$ cat src/hw/muldiv_cfg.svh
`ifndef MULDIV_CFG_SVH
`define MULDIV_CFG_SVH

// cpu word width
// operands, hi and lo all use it
`define MD_WIDTH 32

// iteration counter width
// one iteration per operand bit, so 2**MD_CNT_W must equal MD_WIDTH
`define MD_CNT_W 5

// both arithmetic blocks and the controller
// count 0 .. 2**MD_CNT_W-1

`endif

$ cat src/hw/muldiv_pkg.sv
`include "muldiv_cfg.svh"

package muldiv_pkg;

	// one operand or result word
	typedef logic [`MD_WIDTH-1:0] word_t;

	// work register of the iterative blocks, also the full product
	typedef logic [2*`MD_WIDTH-1:0] dword_t;

	// operation codes seen on the op input
	typedef enum logic [1:0]
	{
		OP_MULT  = 2'd0,
		OP_MULTU = 2'd1,
		OP_DIV   = 2'd2,
		OP_DIVU  = 2'd3
	} md_op_e;

	// controller sequence
	typedef enum logic [1:0]
	{
		ST_IDLE   = 2'd0,
		ST_LAUNCH = 2'd1,
		ST_RUN    = 2'd2,
		ST_FINISH = 2'd3
	} ctrl_state_e;

endpackage

$ cat src/hw/arith_if.sv
`timescale 1ns/1ns

`include "muldiv_cfg.svh"

// link between the controller and one iterative block
interface arith_if
	import muldiv_pkg::*;
();

	// one-cycle load strobe from the controller
	logic start;
	// unsigned magnitudes
	word_t opa;
	word_t opb;
	// results, valid while done is high
	word_t res_hi;
	word_t res_lo;
	// level, cleared by start
	logic done;

	// controller side
	modport master
	(
		output start, opa, opb,
		input  res_hi, res_lo, done
	);

	// arithmetic block side
	modport unit
	(
		input  start, opa, opb,
		output res_hi, res_lo, done
	);

endinterface

$ cat src/hw/muldiv_ctrl.sv
`timescale 1ns/1ns

`include "muldiv_cfg.svh"

// sequencing, sign handling and the hi/lo registers
module muldiv_ctrl
	import muldiv_pkg::*;
(
	input logic clk,
	input logic rst,
	input logic start,
	input md_op_e op,
	input word_t a,
	input word_t b,
	output logic busy,
	output word_t hi,
	output word_t lo,
	arith_if.master div_bus,
	arith_if.master mul_bus
);

	ctrl_state_e state;
	md_op_e op_q;
	// magnitudes handed to the blocks
	word_t mag_a;
	word_t mag_b;
	// sign of product or quotient
	logic neg_lo;
	// sign of remainder, divide only
	logic neg_hi;
	// tracks the block iterations
	logic [`MD_CNT_W-1:0] cnt;

	logic is_div;
	logic is_signed;

	// corrected results
	dword_t prod;
	dword_t prod_fix;
	word_t quo_fix;
	word_t rem_fix;

	assign is_div = (op_q == OP_DIV) || (op_q == OP_DIVU);
	assign is_signed = (op == OP_MULT) || (op == OP_DIV);

	always_comb
	begin
		prod = {mul_bus.res_hi, mul_bus.res_lo};
		prod_fix = neg_lo ? -prod : prod;
		// quotient and remainder negate on their own
		quo_fix = neg_lo ? -div_bus.res_lo : div_bus.res_lo;
		rem_fix = neg_hi ? -div_bus.res_hi : div_bus.res_hi;
	end

	// only the selected block sees a start
	assign div_bus.start = (state == ST_LAUNCH) && is_div;
	assign mul_bus.start = (state == ST_LAUNCH) && !is_div;
	assign div_bus.opa = mag_a;
	assign div_bus.opb = mag_b;
	assign mul_bus.opa = mag_a;
	assign mul_bus.opb = mag_b;

	// operand latch, payload only
	always_ff @(posedge clk)
	begin
		if (state == ST_IDLE && start)
		begin
			op_q <= op;
			// |min| is the same bit pattern, fine as unsigned
			mag_a <= (is_signed && a[`MD_WIDTH-1]) ? -a : a;
			mag_b <= (is_signed && b[`MD_WIDTH-1]) ? -b : b;
			// xor of signs for product and quotient
			neg_lo <= is_signed && (a[`MD_WIDTH-1] ^ b[`MD_WIDTH-1]);
			// remainder follows the dividend
			neg_hi <= is_signed && a[`MD_WIDTH-1];
		end
	end

	always_ff @(posedge clk)
	begin
		if (rst)
		begin
			state <= ST_IDLE;
			busy <= 1'b0;
			cnt <= '0;
			hi <= '0;
			lo <= '0;
		end
		else
		begin
			case (state)
				ST_IDLE:
				begin
					// edge 0
					if (start)
					begin
						busy <= 1'b1;
						state <= ST_LAUNCH;
					end
				end
				ST_LAUNCH:
				begin
					// edge 1, block loads here
					cnt <= '0;
					state <= ST_RUN;
				end
				ST_RUN:
				begin
					// edges 2 to 33
					cnt <= cnt + 1'b1;
					if (cnt == '1)
						state <= ST_FINISH;
				end
				ST_FINISH:
				begin
					// edge 34, done is high by now
					if (is_div)
					begin
						hi <= rem_fix;
						lo <= quo_fix;
					end
					else
					begin
						hi <= prod_fix[2*`MD_WIDTH-1:`MD_WIDTH];
						lo <= prod_fix[`MD_WIDTH-1:0];
					end
					busy <= 1'b0;
					state <= ST_IDLE;
				end
				default:
					state <= ST_IDLE;
			endcase
		end
	end

	// busy drops out of FINISH after exactly 34 cycles high
	a_busy_fall: assert property (@(posedge clk) disable iff (rst)
		$fell(busy) |-> ($past(state) == ST_FINISH)
			&& $past(busy, 34) && !$past(busy, 35));

	// controller count must line up with the block count
	a_done_in_finish: assert property (@(posedge clk) disable iff (rst)
		(state == ST_FINISH) |-> (is_div ? div_bus.done : mul_bus.done));

endmodule

$ cat src/hw/muldiv_top.sv
`timescale 1ns/1ns

// multiply/divide unit for the cpu core
module muldiv_top
	import muldiv_pkg::*;
(
	input logic clk,
	input logic rst,
	input logic start,
	input logic [1:0] op,
	input word_t a,
	input word_t b,
	output logic busy,
	output word_t hi,
	output word_t lo
);

	// one bus per arithmetic block
	arith_if div_bus ();
	arith_if mul_bus ();

	muldiv_ctrl i_muldiv_ctrl
	(
		.clk     (clk),
		.rst     (rst),
		.start   (start),
		.op      (md_op_e'(op)),
		.a       (a),
		.b       (b),
		.busy    (busy),
		.hi      (hi),
		.lo      (lo),
		.div_bus (div_bus.master),
		.mul_bus (mul_bus.master)
	);

	seq_divider i_seq_divider
	(
		.clk (clk),
		.rst (rst),
		.bus (div_bus.unit)
	);

	seq_multiplier i_seq_multiplier
	(
		.clk (clk),
		.rst (rst),
		.bus (mul_bus.unit)
	);

endmodule

$ cat src/hw/seq_divider.sv
`timescale 1ns/1ns

`include "muldiv_cfg.svh"

// restoring divider, one quotient bit per cycle
// opa is the dividend, opb the divisor, both unsigned
module seq_divider
	import muldiv_pkg::*;
(
	input logic clk,
	input logic rst,
	arith_if.unit bus
);

	// upper half partial remainder, lower half dividend then quotient
	dword_t work;
	word_t divisor;
	logic running;
	logic done;
	logic [`MD_CNT_W-1:0] cnt;

	// trial subtraction on the shifted upper slice
	// 33 bit slice, one more bit for the sign
	logic [`MD_WIDTH+1:0] trial;

	assign trial = {1'b0, work[2*`MD_WIDTH-1:`MD_WIDTH-1]} - {2'b00, divisor};

	// payload, no reset
	always_ff @(posedge clk)
	begin
		if (bus.start)
		begin
			divisor <= bus.opb;
			work <= {{`MD_WIDTH{1'b0}}, bus.opa};
		end
		else if (running)
		begin
			// non-negative: keep difference and shift in a 1
			if (!trial[`MD_WIDTH+1])
				work <= {trial[`MD_WIDTH-1:0], work[`MD_WIDTH-2:0], 1'b1};
			else
				work <= {work[2*`MD_WIDTH-2:0], 1'b0};
		end
	end

	// control, fixed 32 iterations even for a zero divisor
	always_ff @(posedge clk)
	begin
		if (rst)
		begin
			running <= 1'b0;
			done <= 1'b0;
			cnt <= '0;
		end
		else if (bus.start)
		begin
			running <= 1'b1;
			done <= 1'b0;
			cnt <= '0;
		end
		else if (running)
		begin
			cnt <= cnt + 1'b1;
			// last iteration
			if (cnt == '1)
			begin
				running <= 1'b0;
				done <= 1'b1;
			end
		end
	end

	assign bus.done = done;
	// remainder on hi, quotient on lo
	assign bus.res_hi = work[2*`MD_WIDTH-1:`MD_WIDTH];
	assign bus.res_lo = work[`MD_WIDTH-1:0];

	// controller must wait for done
	a_no_start_in_run: assert property (@(posedge clk) disable iff (rst)
		bus.start |-> !running);

	// done rises exactly one count after the last iteration
	a_done_latency: assert property (@(posedge clk) disable iff (rst)
		bus.start |-> ##33 $rose(bus.done));

endmodule

$ cat src/hw/seq_multiplier.sv
`timescale 1ns/1ns

`include "muldiv_cfg.svh"

// shift-add multiplier, one multiplier bit per cycle
// opa is the multiplicand, opb the multiplier, both unsigned
module seq_multiplier
	import muldiv_pkg::*;
(
	input logic clk,
	input logic rst,
	arith_if.unit bus
);

	// upper half accumulator, lower half multiplier shifting out
	dword_t work;
	word_t mcand;
	logic running;
	logic done;
	logic [`MD_CNT_W-1:0] cnt;

	// conditional add, carry kept in the top bit
	logic [`MD_WIDTH:0] sum;

	assign sum = {1'b0, work[2*`MD_WIDTH-1:`MD_WIDTH]}
		+ {1'b0, work[0] ? mcand : {`MD_WIDTH{1'b0}}};

	always_ff @(posedge clk)
	begin
		if (bus.start)
		begin
			mcand <= bus.opa;
			work <= {{`MD_WIDTH{1'b0}}, bus.opb};
		end
		else if (running)
			// shift right, carry drops into the msb
			work <= {sum, work[`MD_WIDTH-1:1]};
	end

	// same counter and done behaviour as the divider
	always_ff @(posedge clk)
	begin
		if (rst)
		begin
			running <= 1'b0;
			done <= 1'b0;
			cnt <= '0;
		end
		else if (bus.start)
		begin
			running <= 1'b1;
			done <= 1'b0;
			cnt <= '0;
		end
		else if (running)
		begin
			cnt <= cnt + 1'b1;
			if (cnt == '1)
			begin
				running <= 1'b0;
				done <= 1'b1;
			end
		end
	end

	assign bus.done = done;
	assign bus.res_hi = work[2*`MD_WIDTH-1:`MD_WIDTH];
	assign bus.res_lo = work[`MD_WIDTH-1:0];

	// every done comes from a start 33 edges back
	a_done_after_start: assert property (@(posedge clk) disable iff (rst)
		$rose(bus.done) |-> $past(bus.start, 33));

endmodule

$ cat config.mk
export PLATFORM = sky130hd
export DESIGN_NAME = muldiv_top
export DESIGN_NICKNAME = d
export VERILOG_FILES = /design/src/hw/muldiv_pkg.sv /design/src/hw/arith_if.sv /design/src/hw/muldiv_ctrl.sv /design/src/hw/muldiv_top.sv /design/src/hw/seq_divider.sv /design/src/hw/seq_multiplier.sv
export VERILOG_INCLUDE_DIRS = /design/src /design/src/hw
export SDC_FILE = /design/constraint.sdc
export NUM_CORES = 1
export LEC_CHECK = 0
export BUFFER_PORTS_ARGS = -buffer_cell sky130_fd_sc_hd__buf_2
export CAP_MARGIN = 20
export CORE_MARGIN = 4
export CORE_UTILIZATION = 31
export CTS_BUF_LIST = sky130_fd_sc_hd__clkbuf_8
export DETAILED_ROUTE_END_ITERATION = 7
export GPL_TIMING_DRIVEN = 0
export PLACE_DENSITY = 0.44
export SKIP_LAST_GASP = 1
export SLEW_MARGIN = 20
export SYNTH_ARGS = -nofsm -noshare
export SYNTH_HDL_FRONTEND = slang
export SYNTH_HIERARCHICAL = 1
export SYNTH_SLANG_ARGS = --single-unit
export TNS_END_PERCENT = 1
$ cat constraint.sdc
create_clock -name clk -period 6.9 [get_ports clk]
set_input_delay 1.38 -clock clk [delete_from_list [all_inputs] [get_ports clk]]
set_output_delay 1.38 -clock clk [all_outputs]
set_load 0.02 [all_outputs]
**Word-level counts from Yosys, hierarchy flattened**

Cells that the tools add are included.

- Add/subtract/negate cells: 10
- Multipliers: 0
- Divide/modulo/power cells: 0
- Magnitude comparators: 0
- Equality and inequality tests: 11
- Shifts and indexed selects: 0
- Multiplexer cells: 25
- Bitwise logic cells: 1
- Reductions and logical operators: 19

Operator list:

| kind | count |
|---|---|
| 2-to-1 mux 32 bit | 11 |
| 2-to-1 mux 64 bit | 2 |
| negation 32 bit | 4 |
| negation 64 bit | 1 |
| subtractor 33 x 32 -> 34 bit | 1 |
| adder 32 x 32 -> 33 bit | 1 |
| adder 5 x 1 -> 5 bit (second input constant) | 3 |
| equality test 5 bit (second input constant) | 3 |
| equality test 2 bit (second input constant) | 5 |
| one-hot mux 5 bit (2 select lines) | 1 |
| one-hot mux 2 bit (4 select lines) | 1 |
| nonzero test 2 bit | 4 |
| 2-to-1 mux 1 bit | 7 |
| logical AND 1 bit | 6 |
| zero test 2 bit | 2 |
| 2-to-1 mux 2 bit | 2 |
| AND reduction 2 bit | 2 |
| OR reduction 2 bit | 2 |
| equality test 2 x 1 -> 1 bit (second input constant) | 1 |
| logical OR 1 bit | 2 |
| != test 2 x 1 -> 1 bit (second input constant) | 1 |
| != test 2 bit (second input constant) | 1 |
| one-hot mux 1 bit (2 select lines) | 1 |
| zero test 1 bit | 1 |
| XOR 1 bit | 1 |

- Register bits after elaboration: 344
- Latch bits: 0
- Bits in writable memories: 0
- Bits in read-only memories: 0
- Bits of input ports: 69
- Output and inout port bits: 65
- Logic and storage cells: 86
- Memories kept: 0

**Longest topological paths before layout**

- Depth in word-level cells: 5
- Gate-level depth with buffers: 13

**Modules after synthesis**

The synthesis kept the hierarchy.

By module, submodules not included:

| module | instances | cells an instance | area each (um^2) | sequential area each (um^2) |
|---|---|---|---|---|
| muldiv_ctrl | 1 | 1,180 | 10,095.9 | 3,453.3 |
| seq_divider | 1 | 593 | 6,080.8 | 2,702.6 |
| seq_multiplier | 1 | 554 | 5,670.4 | 2,702.6 |

**Worst setup path before layout**

OpenSTA, ideal clock, no wires.

- Kind: register to register
- Start point: register i_muldiv_ctrl.op_q[1]
- End point: register i_seq_multiplier.work[0] (enable)
- Library setup time: 387 ps
- Arrival time: 3,809 ps
- Slack: 2,704 ps
- Stages on the path, launching flop included: 10
- Period minus slack after synthesis: 4,196 ps
- Cell sequence: edfxtp_1 clkbuf_1 clkbuf_1 clkbuf_1 nor2b_1 clkbuf_1 nor2_1 clkbuf_1 clkbuf_1 inv_1

- Longest elaborated chain between the ends: 5
- Elaborated cells between the ends (all ways): 6
- Classes of those cells: 2 x eq/ne; 4 x reduce/logical

Ends and longest elaborated chain:

| what | line | source |
|---|---|---|
| from (decl) | muldiv_ctrl.sv:23 | `md_op_e op_q;` |
| from (signal assigned) | muldiv_ctrl.sv:68 | `op_q <= op;` |
| equality test 2 bit | muldiv_ctrl.sv:43 | `assign is_div = (op_q == OP_DIV) \|\| (op_q == OP_DIVU);` |
| logical OR 1 bit (*) | muldiv_ctrl.sv:43 |  |
| zero test 1 bit (*) | muldiv_ctrl.sv:57 | `assign mul_bus.start = (state == ST_LAUNCH) && !is_div;` |
| logical AND 1 bit (*) | muldiv_ctrl.sv:57 |  |
| net mul_bus.start | arith_if.sv:11 | `logic start;` |
| nonzero test 2 bit (no source line) (*) | n/a |  |
| to (signal assigned) | seq_multiplier.sv:33 | `` work <= {{`MD_WIDTH{1'b0}}, bus.opb}; `` |
| to (signal assigned) | seq_multiplier.sv:37 | `` work <= {sum, work[`MD_WIDTH-1:1]}; `` |
| to (decl) | seq_multiplier.sv:16 | `dword_t work;` |

The timed path passes the listed nets; every way through them passes the cells marked *.
A chain may end at the register's enable or synchronous reset.

**Final worst setup path**

- Start point: register i_muldiv_ctrl.op_q[1]
- End point: register i_seq_multiplier.work[9] (enable)

Same word-level chain as after synthesis.

==> run metrics <==
status=complete, no violations; # setup viols final=0; Final GP Congestion=~0.94; drt pass-1 iters=5; Critical Path End Type=flop; largest net degree at the start of global routing=52; most frequent cell on the critical path=clkbuf_1; Initial Util=0.315; Max-Cap Viols=0; WP buf/inv=8; die width=roughly 270 µm; die area=0.0746 mm²; Max stage delay cell, worst path=clkbuf_1; Rel. slew slack=0.272; Num CTS Buffers=between 60 and 70; total congestion overflow=0; post-place setup slack=roughly 1400 ps; Post-DP Area=between 0.02 and 0.025 mm²; syn avg cell area=around 9.4 µm²; WL/cell=approximately 24 µm; Arr. time, crit path=roughly 5800 ps; H-tree levels=3; Die Span Y=273 µm; Final Skew=between 20 and 30 ps; setup bufs post-CTS=0; DP HPWL=~66 mm; CP Max Fanout=32; first-pass GRT wire length=between 100 and 150 mm; CP max stage delay=around 810 ps; setup TNS=0 ps; via count=roughly 19000; final slew viol count=0; synth warn=6; Post-CTS Resized=0; CTS tree=yes; min Tclk post-route=around 5500 ps; Post-Syn Area=0.0218 mm²; leakage=between 9 and 10 nW; layout overhead on the synthesized area=14.8%; Worst Hold Class=flop to flop; syn_nets=2471; RSZ-0062 raised after global routing=no; DRT Wirelength=around 84 mm; Clock Latency Late Sink=about 640 ps; Nets=2680; port bufs=133; startpoint types=flop; vias in the first global route=~18000; cell row count=96; CTS root buf=clkbuf_8; initial antenna violation count=4; worst setup margin=roughly 1400 ps; Seq. cell area=approximately 0.0088 mm²; CTS Hold Bufs=0; PwrDens=roughly 430 mW/mm²; Final Cell Area=about 0.025 mm²; peak supply drop=between 0.0001 and 0.00015 V; io pins=134; Worst Path Required=around 7200 ps; fin crit share=0.796; Post-Synthesis Cells=2321; share of cells above drive strength 1=0.171; footprint of the multi-input gates=0.0117 mm²; WS Path Type=flop to flop; DR DRC count=0; vias per std cell=~5.5; final hold vios=0; CTS Sinks=343; core area=between 0.06 and 0.07 mm²; total power=10.7 mW; Max Clk Rate=~180 MHz; CP top delay family=buffers and inverters; Iter 0 DRT Violations=1745; All-Layer GR Usage=0.218; Least-Margin Pin Slew=approximately 1100 ps; Layout fillers=7258; CTS max path bufs=3; Clock transition at path regs=roughly 50 ps; crit-path cells=clkbuf_1, clkbuf_1, clkbuf_1, nor2b_4, buf_12, clkbuf_1, nor2_1, clkbuf_1, clkbuf_1, inv_2; Post-DRT Antenna Nets=0
[worst reg2reg max path, delay by kind of cell, from the launching register on]
kind,cells,cell delay [ps]
flip-flops,1,420
AND/OR/NAND/NOR,2,380
buffers and inverters,8,4310
[metal layers]
metal  GRT usage  wire length [µm]  share of wire  up-vias
li1            -                 -              -     8980
met1       0.320             40200           0.48     9350
met2       0.331             36100           0.43      737
met3      0.0388              5990          0.071       99
met4      0.0570              1740          0.021        0
met5           0                 0              0        -
[state kept, by name, indices dropped and copies added, names as in the netlist, 2 cells and up]
signal / flops
i_seq_multiplier/mcand: 32
i_muldiv_ctrl/div_bus.opa: 32
i_seq_divider/work: 64
i_muldiv_ctrl/cnt: 5
i_muldiv_ctrl/hi: 32
i_seq_divider/divisor: 32
i_seq_divider/cnt: 5
i_muldiv_ctrl/div_bus.opb: 32
i_muldiv_ctrl/state: 2
i_seq_multiplier/work: 64
i_muldiv_ctrl/lo: 32
i_seq_multiplier/cnt: 5
[area by class of cell]
class                           count  share of cell area
Multi-Input combinational cell   1716               0.469
Sequential cell                   343               0.352
Tap cell                          931              0.0466
Clock buffer                       71              0.0391
Buffer                            177              0.0382
Timing Repair Buffer              139              0.0303
Inverter                           85              0.0128
Clock inverter                     48              0.0114
Antenna cell                        3            0.000300
[where the power goes]
part | switching (mW) | internal, mW | total, mW
combinational | 3.11 | 1.88 | 5.00
sequential | 0.848 | 2.90 | 3.75
clock | 0.936 | 1.03 | 1.97
[worst paths after layout]
kind                                      from                        to  slack [ps]  cells after the start
setup / recovery         i_muldiv_ctrl/op_q[1]  i_seq_multiplier/work[9]        1410                     10
hold / removal    i_muldiv_ctrl/div_bus.opb[0]  i_seq_divider/divisor[0]         450                      0
setup reg to reg         i_muldiv_ctrl/op_q[1]  i_seq_multiplier/work[9]        1410                     10
hold reg to reg   i_muldiv_ctrl/div_bus.opb[0]  i_seq_divider/divisor[0]         450                      0
[metrics by stage]
stage / cells / hold WS [ps] / util
floorplan: 2321 / 428 / -
global placement: 3385 / 438 / 0.341
detailed placement: 3391 / 436 / 0.343
CTS: 3510 / 450 / 0.361
global route: 3512 / 453 / 0.362
finish: 3513 / 450 / 0.362
[layout by cell type (no fill, tap or decap), types with 17 or more instances in the layout]
| cell type | count |
|---|---|
| clkbuf_1 | 78 |
| or3_1 | 32 |
| a31oi_1 | 20 |
| nor2_1 | 188 |
| or4_1 | 32 |
| a211oi_1 | 18 |
| edfxtp_1 | 195 |
| nor4_1 | 34 |
| nand4_1 | 27 |
| inv_1 | 108 |
| buf_2 | 145 |
| nand2b_1 | 21 |
| ha_1 | 79 |
| clkbuf_8 | 71 |
| xor2_1 | 86 |
| o41ai_1 | 24 |
| mux2_2 | 66 |
| o211ai_1 | 18 |
| and2_1 | 36 |
| xnor2_1 | 105 |
| dfxtp_1 | 148 |
| buf_4 | 68 |
| o21a_1 | 18 |
| a311oi_2 | 17 |
| mux2i_1 | 37 |
| nand3_1 | 53 |
| nand2_1 | 213 |
| o31ai_1 | 26 |
| nor3_1 | 57 |
| o21ai_0 | 127 |
| a21oi_1 | 138 |
(Power assumes the default switching activity.)
